===== config.mk =====
export PLATFORM = sky130hd
export DESIGN_NAME = hazardUnit
export DESIGN_NICKNAME = d
export VERILOG_FILES = /design/src/hazPkg.sv /design/src/instrDecode.sv /design/src/stageSlot.sv /design/src/hazardResolve.sv /design/src/hazardUnit.sv
export SDC_FILE = /design/constraint.sdc
export NUM_CORES = 1
export LEC_CHECK = 0
export BUFFER_PORTS_ARGS = -buffer_cell sky130_fd_sc_hd__buf_2
export CORE_MARGIN = 1
export CORE_UTILIZATION = 30
export CTS_CLUSTER_SIZE = 30
export DETAILED_ROUTE_END_ITERATION = 10
export GPL_ROUTABILITY_DRIVEN = 0
export MAX_ROUTING_LAYER = met4
export PLACE_DENSITY = 0.45
export SYNTH_ARGS = -nofsm -noshare
export SYNTH_HDL_FRONTEND = slang
export SYNTH_SLANG_ARGS = --single-unit

===== constraint.sdc =====
create_clock -name clk -period 13.2 [get_ports clk]
set_clock_uncertainty 0.05 [all_clocks]
set_input_delay 3.3 -clock clk [delete_from_list [all_inputs] [get_ports clk]]
set_output_delay 3.3 -clock clk [all_outputs]
set_load 0.05 [all_outputs]

===== src/hazPkg.sv =====
package hazPkg;

    // Datapath and register file sizes
    localparam int WordBits  = 16;
    localparam int RegBits   = 3;
    localparam int OpBits    = 5;
    localparam int FieldBits = 5;
    localparam int ClassBits = 3;

    // Older instructions tracked behind fetch
    localparam int NumStages = 4;

    // Slot positions in the stage chain
    localparam int SlotId  = 0;
    localparam int SlotEx  = 1;
    localparam int SlotMem = 2;
    localparam int SlotWb  = 3;

    // Forwarding controls, one bit per path
    localparam int FwdWidth = 6;

    // Control and flow opcodes
    localparam logic [OpBits-1:0] OpHalt = 5'b00000;
    localparam logic [OpBits-1:0] OpNop  = 5'b00001;
    localparam logic [OpBits-1:0] OpJ    = 5'b00100;
    localparam logic [OpBits-1:0] OpJal  = 5'b00110;
    localparam logic [OpBits-1:0] OpJr   = 5'b00111;

    // Top opcode bits shared by all jumps and all branches
    localparam logic [ClassBits-1:0] JumpClass   = 3'b001;
    localparam logic [ClassBits-1:0] BranchClass = 3'b011;

    // R-format ALU opcodes, both read rs and rt
    localparam logic [OpBits-1:0] OpAddR   = 5'b11011;
    localparam logic [OpBits-1:0] OpLogicR = 5'b11010;

    // Stores read the data register from the rt field
    localparam logic [OpBits-1:0] OpStore    = 5'b10000;
    localparam logic [OpBits-1:0] OpStoreUpd = 5'b10011;

    // Register format: two sources and a function code
    typedef struct packed {
        logic [OpBits-1:0]    opcode;
        logic [RegBits-1:0]   rs;
        logic [RegBits-1:0]   rt;
        logic [FieldBits-1:0] funct;
    } regFields;

    // Immediate format: bits 7:5 are a destination, never a source
    typedef struct packed {
        logic [OpBits-1:0]    opcode;
        logic [RegBits-1:0]   rs;
        logic [RegBits-1:0]   rd;
        logic [FieldBits-1:0] imm5;
    } immFields;

    // Same instruction word seen through either format
    typedef union packed {
        regFields r;
        immFields i;
    } instrWord;

endpackage


===== src/instrDecode.sv =====
`timescale 1ns/1ps

module instrDecode (
    input  hazPkg::instrWord                instr,
    input  logic [hazPkg::RegBits-1:0]      rd,
    input  logic                            regWrite,
    input  logic                            memEnable,
    input  logic [hazPkg::WordBits-1:0]     reg1Data,
    input  logic [hazPkg::WordBits-1:0]     imm,
    input  logic                            nop,
    output logic [hazPkg::RegBits-1:0]      rsIdx,
    output logic [hazPkg::RegBits-1:0]      rtIdx,
    output logic                            rsUsed,
    output logic                            rtUsed,
    output logic                            isJr,
    output logic                            isJumpBranch,
    output logic                            isNop,
    output logic [hazPkg::WordBits-1:0]     memAddr,
    output logic [hazPkg::RegBits-1:0]      entryRd,
    output logic                            entryRegWrite,
    output logic                            entryMemEnable,
    output logic [hazPkg::WordBits-1:0]     entryMemAddr
);
    import hazPkg::*;

    logic [OpBits-1:0]    opcode;
    logic [ClassBits-1:0] opClass;

    // Opcode sits in the same place in both views
    assign opcode  = instr.r.opcode;
    assign opClass = opcode[OpBits-1 -: ClassBits];

    assign isNop        = (opcode == OpNop);
    assign isJr         = (opcode == OpJr);
    assign isJumpBranch = (opClass == JumpClass) || (opClass == BranchClass);

    // Which source fields this opcode actually reads
    always_comb begin
        rsUsed = 1'b1;
        rtUsed = 1'b0;
        case (opcode)
            OpAddR, OpLogicR, OpStore, OpStoreUpd: begin
                rtUsed = 1'b1;
            end
            OpNop, OpHalt, OpJ, OpJal: begin
                rsUsed = 1'b0;
            end
            default: begin
                rsUsed = 1'b1;
            end
        endcase
    end

    // rs sits in the same place in both views
    assign rsIdx = instr.r.rs;

    // rt only through the register view, for opcodes that read it
    always_comb begin
        if (rtUsed) begin
            rtIdx = instr.r.rt;
        end else begin
            // Bits 7:5 name a destination or an immediate here
            rtIdx = '0;
        end
    end

    // Base register plus immediate
    assign memAddr = reg1Data + imm;

    // Record entering the ID slot, a bubble when the slot is squashed
    assign entryRd        = rd;
    assign entryRegWrite  = regWrite & ~nop;
    assign entryMemEnable = memEnable & ~nop;
    assign entryMemAddr   = memAddr;

endmodule


===== src/stageSlot.sv =====
`timescale 1ns/1ps

module stageSlot (
    input  logic                            clk,
    input  logic                            arstN,
    input  logic [hazPkg::RegBits-1:0]      inRd,
    input  logic                            inRegWrite,
    input  logic                            inMemEnable,
    input  logic [hazPkg::WordBits-1:0]     inMemAddr,
    input  logic [hazPkg::RegBits-1:0]      rsIdx,
    input  logic [hazPkg::RegBits-1:0]      rtIdx,
    input  logic [hazPkg::WordBits-1:0]     memAddr,
    output logic [hazPkg::RegBits-1:0]      outRd,
    output logic                            outRegWrite,
    output logic                            outMemEnable,
    output logic [hazPkg::WordBits-1:0]     outMemAddr,
    output logic                            rsMatch,
    output logic                            rtMatch,
    output logic                            isLoad,
    output logic                            addrMatch
);

    // Valid bits of the stage record, empty after reset
    always_ff @(posedge clk or negedge arstN) begin
        if (!arstN) begin
            outRegWrite  <= 1'b0;
            outMemEnable <= 1'b0;
        end else begin
            outRegWrite  <= inRegWrite;
            outMemEnable <= inMemEnable;
        end
    end

    // Destination and address of the stage record
    always_ff @(posedge clk) begin
        outRd      <= inRd;
        outMemAddr <= inMemAddr;
    end

    // Register compares against the instruction at fetch
    assign rsMatch = outRegWrite && (outRd == rsIdx);
    assign rtMatch = outRegWrite && (outRd == rtIdx);

    // A write that also touches memory is a load
    assign isLoad = outRegWrite && outMemEnable;

    // Enable and address of this same stage
    assign addrMatch = outMemEnable && (outMemAddr == memAddr);

endmodule


===== src/hazardResolve.sv =====
`timescale 1ns/1ps

module hazardResolve (
    input  logic                            clk,
    input  logic                            arstN,
    input  logic [hazPkg::NumStages-1:0]    rsMatch,
    input  logic [hazPkg::NumStages-1:0]    rtMatch,
    input  logic [hazPkg::NumStages-1:0]    isLoad,
    input  logic [hazPkg::NumStages-1:0]    addrMatch,
    input  logic                            rsUsed,
    input  logic                            rtUsed,
    input  logic                            isJr,
    input  logic                            isJumpBranch,
    input  logic                            isNop,
    input  logic                            memEnable,
    output logic                            nop,
    output logic                            pcStall,
    output logic [hazPkg::FwdWidth-1:0]     forwards
);
    import hazPkg::*;

    // Source read in EX, result packed as {exToEx, memToEx, hazard}
    function automatic logic [2:0] exPath(
        input logic [NumStages-1:0] match,
        input logic [NumStages-1:0] load,
        input logic                 used
    );
        logic [2:0] res;
        res[2] = used & match[SlotId] & ~load[SlotId];
        res[1] = used & match[SlotEx];
        // Load still in ID, or result not yet reachable through a forward
        res[0] = used & ((match[SlotId] & load[SlotId]) | match[SlotMem] | match[SlotWb]);
        return res;
    endfunction

    logic [2:0] rsPath;
    logic [2:0] rtPath;
    logic       rsJr;
    logic       exToIdRs;
    logic       memToIdRs;
    logic       jrHazard;
    logic       regHazard;
    logic       memHazard;
    logic       anyHazard;
    logic       squashPrev;

    assign rsPath = exPath(rsMatch, isLoad, rsUsed & ~isJr);
    assign rtPath = exPath(rtMatch, isLoad, rtUsed);

    // jr reads Rs in ID, so every path shifts one stage later
    assign rsJr      = rsUsed & isJr;
    assign exToIdRs  = rsJr & rsMatch[SlotEx] & ~isLoad[SlotEx];
    assign memToIdRs = rsJr & rsMatch[SlotMem];
    assign jrHazard  = rsJr & (rsMatch[SlotId]
                             | (rsMatch[SlotEx] & isLoad[SlotEx])
                             | rsMatch[SlotWb]);

    assign regHazard = rsPath[0] | rtPath[0] | jrHazard;

    // Same address still in flight in any stage
    assign memHazard = memEnable & (|addrMatch);
    assign anyHazard = regHazard | memHazard;

    // A nop at fetch never stalls and never needs a bubble
    assign pcStall = anyHazard & ~isNop;
    assign nop     = (anyHazard | squashPrev) & ~isNop;

    assign forwards = {rsPath[2:1], rtPath[2:1], exToIdRs, memToIdRs};

    // Squash the slot after a jump or branch that leaves fetch this cycle
    always_ff @(posedge clk or negedge arstN) begin
        if (!arstN) begin
            squashPrev <= 1'b0;
        end else begin
            squashPrev <= isJumpBranch & ~anyHazard;
        end
    end

endmodule


===== src/hazardUnit.sv =====
`timescale 1ns/1ps

module hazardUnit (
    input  logic                            clk,
    input  logic                            arstN,
    input  hazPkg::instrWord                instr,
    input  logic [hazPkg::RegBits-1:0]      rd,
    input  logic                            regWrite,
    input  logic                            memEnable,
    input  logic [hazPkg::WordBits-1:0]     reg1Data,
    input  logic [hazPkg::WordBits-1:0]     imm,
    output logic                            nop,
    output logic                            pcStall,
    output logic [hazPkg::FwdWidth-1:0]     forwards
);
    import hazPkg::*;

    // Decoded view of the instruction at fetch
    logic [RegBits-1:0]  rsIdx;
    logic [RegBits-1:0]  rtIdx;
    logic                rsUsed;
    logic                rtUsed;
    logic                isJr;
    logic                isJumpBranch;
    logic                isNop;
    logic [WordBits-1:0] memAddr;

    // Record chain, entry 0 is the record entering ID
    logic [RegBits-1:0]  chainRd       [NumStages+1];
    logic                chainRegWrite [NumStages+1];
    logic                chainMemEnable[NumStages+1];
    logic [WordBits-1:0] chainMemAddr  [NumStages+1];

    // Per-slot compare results
    logic [NumStages-1:0] rsMatch;
    logic [NumStages-1:0] rtMatch;
    logic [NumStages-1:0] isLoad;
    logic [NumStages-1:0] addrMatch;

    instrDecode uDecode (
        .instr          (instr),
        .rd             (rd),
        .regWrite       (regWrite),
        .memEnable      (memEnable),
        .reg1Data       (reg1Data),
        .imm            (imm),
        .nop            (nop),
        .rsIdx          (rsIdx),
        .rtIdx          (rtIdx),
        .rsUsed         (rsUsed),
        .rtUsed         (rtUsed),
        .isJr           (isJr),
        .isJumpBranch   (isJumpBranch),
        .isNop          (isNop),
        .memAddr        (memAddr),
        .entryRd        (chainRd[0]),
        .entryRegWrite  (chainRegWrite[0]),
        .entryMemEnable (chainMemEnable[0]),
        .entryMemAddr   (chainMemAddr[0])
    );

    // ID, EX, MEM, WB in order
    for (genvar k = 0; k < NumStages; k++) begin : gSlot
        stageSlot uSlot (
            .clk          (clk),
            .arstN        (arstN),
            .inRd         (chainRd[k]),
            .inRegWrite   (chainRegWrite[k]),
            .inMemEnable  (chainMemEnable[k]),
            .inMemAddr    (chainMemAddr[k]),
            .rsIdx        (rsIdx),
            .rtIdx        (rtIdx),
            .memAddr      (memAddr),
            .outRd        (chainRd[k+1]),
            .outRegWrite  (chainRegWrite[k+1]),
            .outMemEnable (chainMemEnable[k+1]),
            .outMemAddr   (chainMemAddr[k+1]),
            .rsMatch      (rsMatch[k]),
            .rtMatch      (rtMatch[k]),
            .isLoad       (isLoad[k]),
            .addrMatch    (addrMatch[k])
        );
    end

    hazardResolve uResolve (
        .clk          (clk),
        .arstN        (arstN),
        .rsMatch      (rsMatch),
        .rtMatch      (rtMatch),
        .isLoad       (isLoad),
        .addrMatch    (addrMatch),
        .rsUsed       (rsUsed),
        .rtUsed       (rtUsed),
        .isJr         (isJr),
        .isJumpBranch (isJumpBranch),
        .isNop        (isNop),
        .memEnable    (memEnable),
        .nop          (nop),
        .pcStall      (pcStall),
        .forwards     (forwards)
    );

endmodule


* Yosys cells after proc, flatten, opt, wreduce, memory -nomap -nowiden
Index checks and enable logic that the tools add are counted.
** Storage, ports and cells
- Output and inout bits :: 8
- Input bits :: 55
- Word-level logic and storage cells :: 101
- Bits in registers :: 85
** Operators by class
- Bitwise logic cells :: 39
- Multiplexer cells :: 3
- Reductions and logical operators :: 19
- Eq/ne operators :: 22
- Add/sub/neg operators :: 1
** Operator list (count)
- $eq A16 B16 Y1 :: 4
- $eq A3 B3 Y1 :: 8
- $and A1 B1 Y1 :: 23
- $eq A5 B5 Y1 const B :: 4
- $add A16 B16 Y16 :: 1
- $eq A5 B3 Y1 const B :: 3
- $logic_and A1 B1 Y1 :: 14
- $reduce_or A4 Y1 :: 3
- $or A1 B1 Y1 :: 10
- $not A1 Y1 :: 6
- $eq A5 B1 Y1 const B :: 1
- $logic_not A5 Y1 :: 1
- $eq A3 B1 Y1 const B :: 1
- $eq A3 B2 Y1 const B :: 1
- $mux W3 :: 1
- $mux W1 :: 2
- $logic_or A1 B1 Y1 :: 1

* Longest topological paths before layout
- Word-level depth :: 17
- Gate-level depth with buffers :: 12
- Depth with buffers taken out :: 11

* By module
From an unflattened synthesis, not the netlist that was laid out.
** Second synthesis, totals
- Cells, all modules :: 369
- Area, all modules :: 3922.5 µm²
** Modules (own cells, without submodules)
- stageSlot :: instances 4, area an instance 688.2 µm², seq. area each 430.4 µm², cells each 54
- instrDecode :: instances 1, area an instance 993.5 µm², seq. area each 0.0 µm², cells each 132
- hazardResolve :: instances 1, area an instance 176.4 µm², seq. area each 25.0 µm², cells each 21

* Least setup slack after synthesis
No wires, ideal clock.
- Path kind :: input to output
- Start :: input port reg1Data[0] (netlist bit)
- End :: output port nop
- Path slack :: 3.325 ns
- Data arrival time :: 6.525 ns
- Stages on the path :: 11
- Buffers on the path :: 0
- Data required time :: 9.850 ns
- Cell sequence :: ha_1 -> fa_1 -> a211o_1 -> a221oi_4 -> o221ai_2 -> xor2_2 -> xor2_1 -> or4_1 -> nor4_2 -> o41ai_1 -> o21ai_1
** RTL lines
- start: declaration :: RTL line hazardUnit.sv:10 : input logic [hazPkg::WordBits-1:0] reg1Data,
- end: declaration :: RTL line hazardUnit.sv:12 : output logic nop,

==> flow_results.org <==
** Route
- Number of design rule violations left after detail routing :: 0
- In the final routed layout, each cell accounts on average for ~14 um.
- DR iter-0 viols :: 132
- The first detailed-routing pass took 4 iterations.
- Total Wirelength :: 9850 um
- In the routed layout, each cell is associated on average with a via count of 4.88.
- Via count :: 3380
- Residual antenna-violating net count after detailed routing :: 0

** Setup path
- Measured in cells, the most critical reg-to-reg path has a length of 8.
- For the worst setup path, the data arrival time is 7210 ps.
- Kind of start point of the critical path :: input port
- Register-to-register setup slack :: about 11000 ps
- Top fanout value on the critical path :: 14
- Launch point of the worst path :: reg1Data[0]
- The worst setup path is captured at a primary output.
- STA puts the critical path data required time at 9850 ps.
- The worst register-to-register path begins at gSlot[1].uSlot.outMemAddr[6].
- Crit path kind :: input port to primary output
- Worst reg2reg path endpoint :: gSlot[0].uSlot.outRegWrite

** Yosys
- Yosys attributes the largest share of cell area to sky130_fd_sc_hd__dfxtp_1, sky130_fd_sc_hd__xnor2_1, sky130_fd_sc_hd__xor2_1.
- Counting distinct cell types in the post-synthesis netlist gives 63.
- After synthesis, the largest family of logic cells by area is XOR/XNOR gates.
- Number of synthesized register bits :: 85
- The synthesized design contains 0 enable-type register cells.
- Xor-xnor portion of the synthesized cell area :: approximately a fifth
- Area share of fa/ha/maj cells after synthesis :: 4.66%
- Summing the areas of all and, or, nand and nor instances in the mapped netlist gives 15.4% of the synthesized area.
- Ys flop type :: sky130_fd_sc_hd__dfxtp_1
- Of all flip-flops after synthesis, the portion carrying an async set or reset was a little over a tenth.
- Average size of a mapped cell :: 9.83 um^2
- The number of nets in the synthesized netlist is 524.
- Proportion of synthesized area in mux cells :: less than 1%
- Largest area contributor in the netlist :: sky130_fd_sc_hd__dfxtp_1
- Share of Yosys cell area claimed by the top area cell type :: 34.2%
- The synthesized netlist devotes between 15 and 20% of its cell area to compound gates.
- Warnings, synthesis :: 0
- Sequential cells were found to cover 39.2% of the synthesized design area.
- Netlist area before placement :: 0.00445 mm^2
- Synthesized instance count :: 453

** Global route
- Global routing used 14.4% of the available tracks across all layers.
- After global routing the overflow that remains totals 0.
- The first global-routing pass estimated 16100 um of wire.
- Entering global routing, the biggest net connects 17 pins.
- Via count of the first global-routing pass :: about 3300
- The initial antenna violation count was 0.

** STA
- Measured against its own limit, the worst slew margin works out to approximately 53%.
- Measured slew at the worst slew-check pin :: 704 ps
- Max Transition Viols Final :: 0
- Min Tclk post-route :: 10560 ps
- Finish-stage setup viols :: 0
- F_max :: approximately 95 MHz
- Fin. Hold Viols :: 0
- Final Cycle Share :: 80.0%
- RSZ-0062 raised after global routing :: false
- Worst hold margin :: 308 ps
- Setup total negative slack on the finished layout was measured at 0 ps.

** CTS
- # resized after CTS :: 0
- Counting the buffers created by CTS gives 9.
- TritonCTS clock tree :: built
- Hold repair after CTS inserted 0 buffers.
- CTS clock-pin slew for the worst setup and hold paths :: 60 ps
- The clock reaches the later pin of the worst-skew pair after 340 ps.
- Post-CTS timing repair inserted 0 buffers for setup.
- The clock tree synthesis step divided the H-tree into 3 levels.
- Maximum buffer depth of the clock tree :: 2
- Clock root cell :: sky130_fd_sc_hd__clkbuf_16
- For this design, the sink count on the clock tree is 85.

** Cells and area
- Fill count :: between 1500 and 2000
- The multi-input combinational cells in the finished layout cover a total of ~0.0026 mm^2.
- Relative to the synthesized area, the layout overhead comes to 16.8%.
- In the final layout, flip-flops and latches occupy 0.00175 mm^2.
- 0 antenna diodes ended up in the layout.
- Net count reported at finish :: 574
- Of the cells placed in the final design, the portion with a size suffix greater than 1 is 18.5%.

** Floorplan
- Die extent in y :: 124 um
- 63 I/O pins were placed.
- Horizontal die dimension :: 124 um
- Once the floorplan was initialized, standard cells occupied between 30% and 40% of the core.
- After floorplanning, the core was divided into 44 placement rows.
- Die footprint :: approximately 0.015 mm^2
- In this run the standard cell core region covers 0.0145 mm^2.

** Pwr
- Peak supply drop :: 76.5 uV
- The analysis attributes to cell leakage a power of 2.06 nW.
- Dividing total power by cell area gives a power density of approximately 160 mW/mm^2.

** Place
- Estimated wirelength of the detail-placed design :: about 7700 um
- Port-buffer cells :: 57

** Worst hold path
- Worst hold path endpoint :: gSlot[1].uSlot.outMemAddr[5]
- The min-delay analysis places its worst path in the category flop to flop.
- Along the worst hold path, the cell count comes to 0.
- The worst hold path begins at gSlot[0].uSlot.outMemAddr[5].

** Job
- Number of max-capacitance violations reported :: 0

** Outcome
- The flow ran to the end, and the final reports show no timing, DRC or antenna violations.
cell usage after synthesis, types with 2 or more instances:
| cell | instances |
|---|---|
| sky130_fd_sc_hd__nor2b_1 | 7 |
| sky130_fd_sc_hd__nor2_1 | 30 |
| sky130_fd_sc_hd__inv_1 | 9 |
| sky130_fd_sc_hd__buf_4 | 3 |
| sky130_fd_sc_hd__dfrtp_1 | 9 |
| sky130_fd_sc_hd__o22ai_1 | 2 |
| sky130_fd_sc_hd__o21ai_1 | 3 |
| sky130_fd_sc_hd__a211oi_1 | 4 |
| sky130_fd_sc_hd__nor3b_1 | 3 |
| sky130_fd_sc_hd__or4_1 | 3 |
| sky130_fd_sc_hd__mux2i_1 | 2 |
| sky130_fd_sc_hd__o21ai_0 | 15 |
| sky130_fd_sc_hd__ha_1 | 15 |
| sky130_fd_sc_hd__and2_1 | 3 |
| sky130_fd_sc_hd__xnor3_1 | 3 |
| sky130_fd_sc_hd__nand4_1 | 12 |
| sky130_fd_sc_hd__a21oi_1 | 22 |
| sky130_fd_sc_hd__o221ai_1 | 3 |
| sky130_fd_sc_hd__or2_2 | 4 |
| sky130_fd_sc_hd__nand3_1 | 7 |
| sky130_fd_sc_hd__a211oi_4 | 3 |
| sky130_fd_sc_hd__buf_2 | 6 |
| sky130_fd_sc_hd__xor2_1 | 30 |
| sky130_fd_sc_hd__nor4bb_1 | 3 |
| sky130_fd_sc_hd__xnor2_2 | 2 |
| sky130_fd_sc_hd__nor4_1 | 6 |
| sky130_fd_sc_hd__clkbuf_1 | 8 |
| sky130_fd_sc_hd__o211ai_1 | 11 |
| sky130_fd_sc_hd__nand2_1 | 27 |
| sky130_fd_sc_hd__a31oi_1 | 6 |
| sky130_fd_sc_hd__dfxtp_1 | 76 |
| sky130_fd_sc_hd__o21a_1 | 4 |
| sky130_fd_sc_hd__or4b_2 | 2 |
| sky130_fd_sc_hd__nor3_1 | 9 |
| sky130_fd_sc_hd__nand2b_1 | 3 |
| sky130_fd_sc_hd__and4_1 | 3 |
| sky130_fd_sc_hd__o2111ai_1 | 3 |
| sky130_fd_sc_hd__a211o_1 | 5 |
| sky130_fd_sc_hd__xnor2_1 | 60 |
| sky130_fd_sc_hd__o32ai_1 | 4 |
layout by cell type (no fill, tap or decap), types with 5 or more instances in the layout:
| cell | count |
|---|---|
| sky130_fd_sc_hd__inv_1 | 9 |
| sky130_fd_sc_hd__clkbuf_16 | 9 |
| sky130_fd_sc_hd__a21oi_1 | 22 |
| sky130_fd_sc_hd__nor2b_1 | 7 |
| sky130_fd_sc_hd__nand4_1 | 12 |
| sky130_fd_sc_hd__o211ai_1 | 11 |
| sky130_fd_sc_hd__ha_1 | 15 |
| sky130_fd_sc_hd__nor2_1 | 30 |
| sky130_fd_sc_hd__dfrtp_1 | 9 |
| sky130_fd_sc_hd__a31oi_1 | 6 |
| sky130_fd_sc_hd__dfxtp_1 | 76 |
| sky130_fd_sc_hd__nor4_1 | 6 |
| sky130_fd_sc_hd__nor3_1 | 9 |
| sky130_fd_sc_hd__o21ai_0 | 15 |
| sky130_fd_sc_hd__xor2_1 | 30 |
| sky130_fd_sc_hd__a211o_1 | 5 |
| sky130_fd_sc_hd__xnor2_1 | 60 |
| sky130_fd_sc_hd__buf_2 | 57 |
| sky130_fd_sc_hd__nand3_1 | 7 |
| sky130_fd_sc_hd__nand2_1 | 27 |
worst max-delay path by stage:
stage | slack, ps | cells after the start | end
after floorplan | 3320 | 11 | nop
after global placement | 2610 | 13 | nop
after detailed placement | 2630 | 13 | nop
after CTS | 2600 | 13 | nop
after global routing | 2330 | 13 | nop
final | 2640 | 13 | nop
metrics by stage:
stage	cell area [um^2]	total power [mW]	worst slack [ps]	util, %	cells
6_report	5200	0.817	2640	35.8	692
5_1_grt	5200	0.865	2330	35.8	692
4_1_cts	5200	0.828	2600	35.8	692
3_5_place_dp	4880	0.548	2630	33.6	676
3_3_place_gp	4880	0.547	2610	33.6	676
2_1_floorplan	4450	0.498	3320	-	453
power by group:
part           leakage [nW]  internal, mW  switching [mW]  total, mW
combinational          1.14        0.0968           0.110      0.207
sequential            0.753         0.304          0.0305      0.335
clock                 0.159         0.168           0.107      0.275
logic make-up (layout without fill, tap and decap cells):
kind of cell	after synthesis	after routing
flops	85	85
simple gates	127	127
mux	2	2
xor+xnor	96	96
compound gates	99	99
buf+inv	28	83
fa+ha+maj	16	16
cell type report:
cell class / count / share of cell area (%)
Multi-Input combinational cell: 340 / 49.5
Sequential cell: 85 / 33.6
Timing Repair Buffer: 58 / 5.63
Clock buffer: 10 / 4.40
Inverter: 9 / 0.650
Tap cell: 184 / 4.43
Clock inverter: 6 / 1.80
per-layer routing:
layer | vias up | global-route usage [%] | wire (um) | part of all wire, %
met4 | 0 | 5.05 | 223 | 2.3
met1 | 1552 | 17.9 | 4750 | 48
met2 | 82 | 22.2 | 4400 | 45
met5 | - | - | 0 | 0
met3 | 18 | 4.17 | 475 | 4.8
li1 | 1728 | - | - | -
sequential cells by signal, summed over array words and instances, names as in the netlist:
name and count:
uResolve.squashPrev 1, gSlot.uSlot.outRegWrite 4, gSlot.uSlot.outMemAddr 64, gSlot.uSlot.outRd 12, gSlot.uSlot.outMemEnable 4
worst max-delay path, stage by stage:
cell	delay [ps]
sky130_fd_sc_hd__buf_2	100
sky130_fd_sc_hd__ha_1	240
sky130_fd_sc_hd__fa_1	420
sky130_fd_sc_hd__a211o_1	390
sky130_fd_sc_hd__a221oi_4	640
sky130_fd_sc_hd__o221ai_2	230
sky130_fd_sc_hd__xor2_2	360
sky130_fd_sc_hd__xor2_1	120
sky130_fd_sc_hd__or4_1	560
sky130_fd_sc_hd__nor4_2	290
sky130_fd_sc_hd__o41ai_1	170
sky130_fd_sc_hd__o21ai_1	100
sky130_fd_sc_hd__buf_2	280
(Power assumes the default switching activity.)
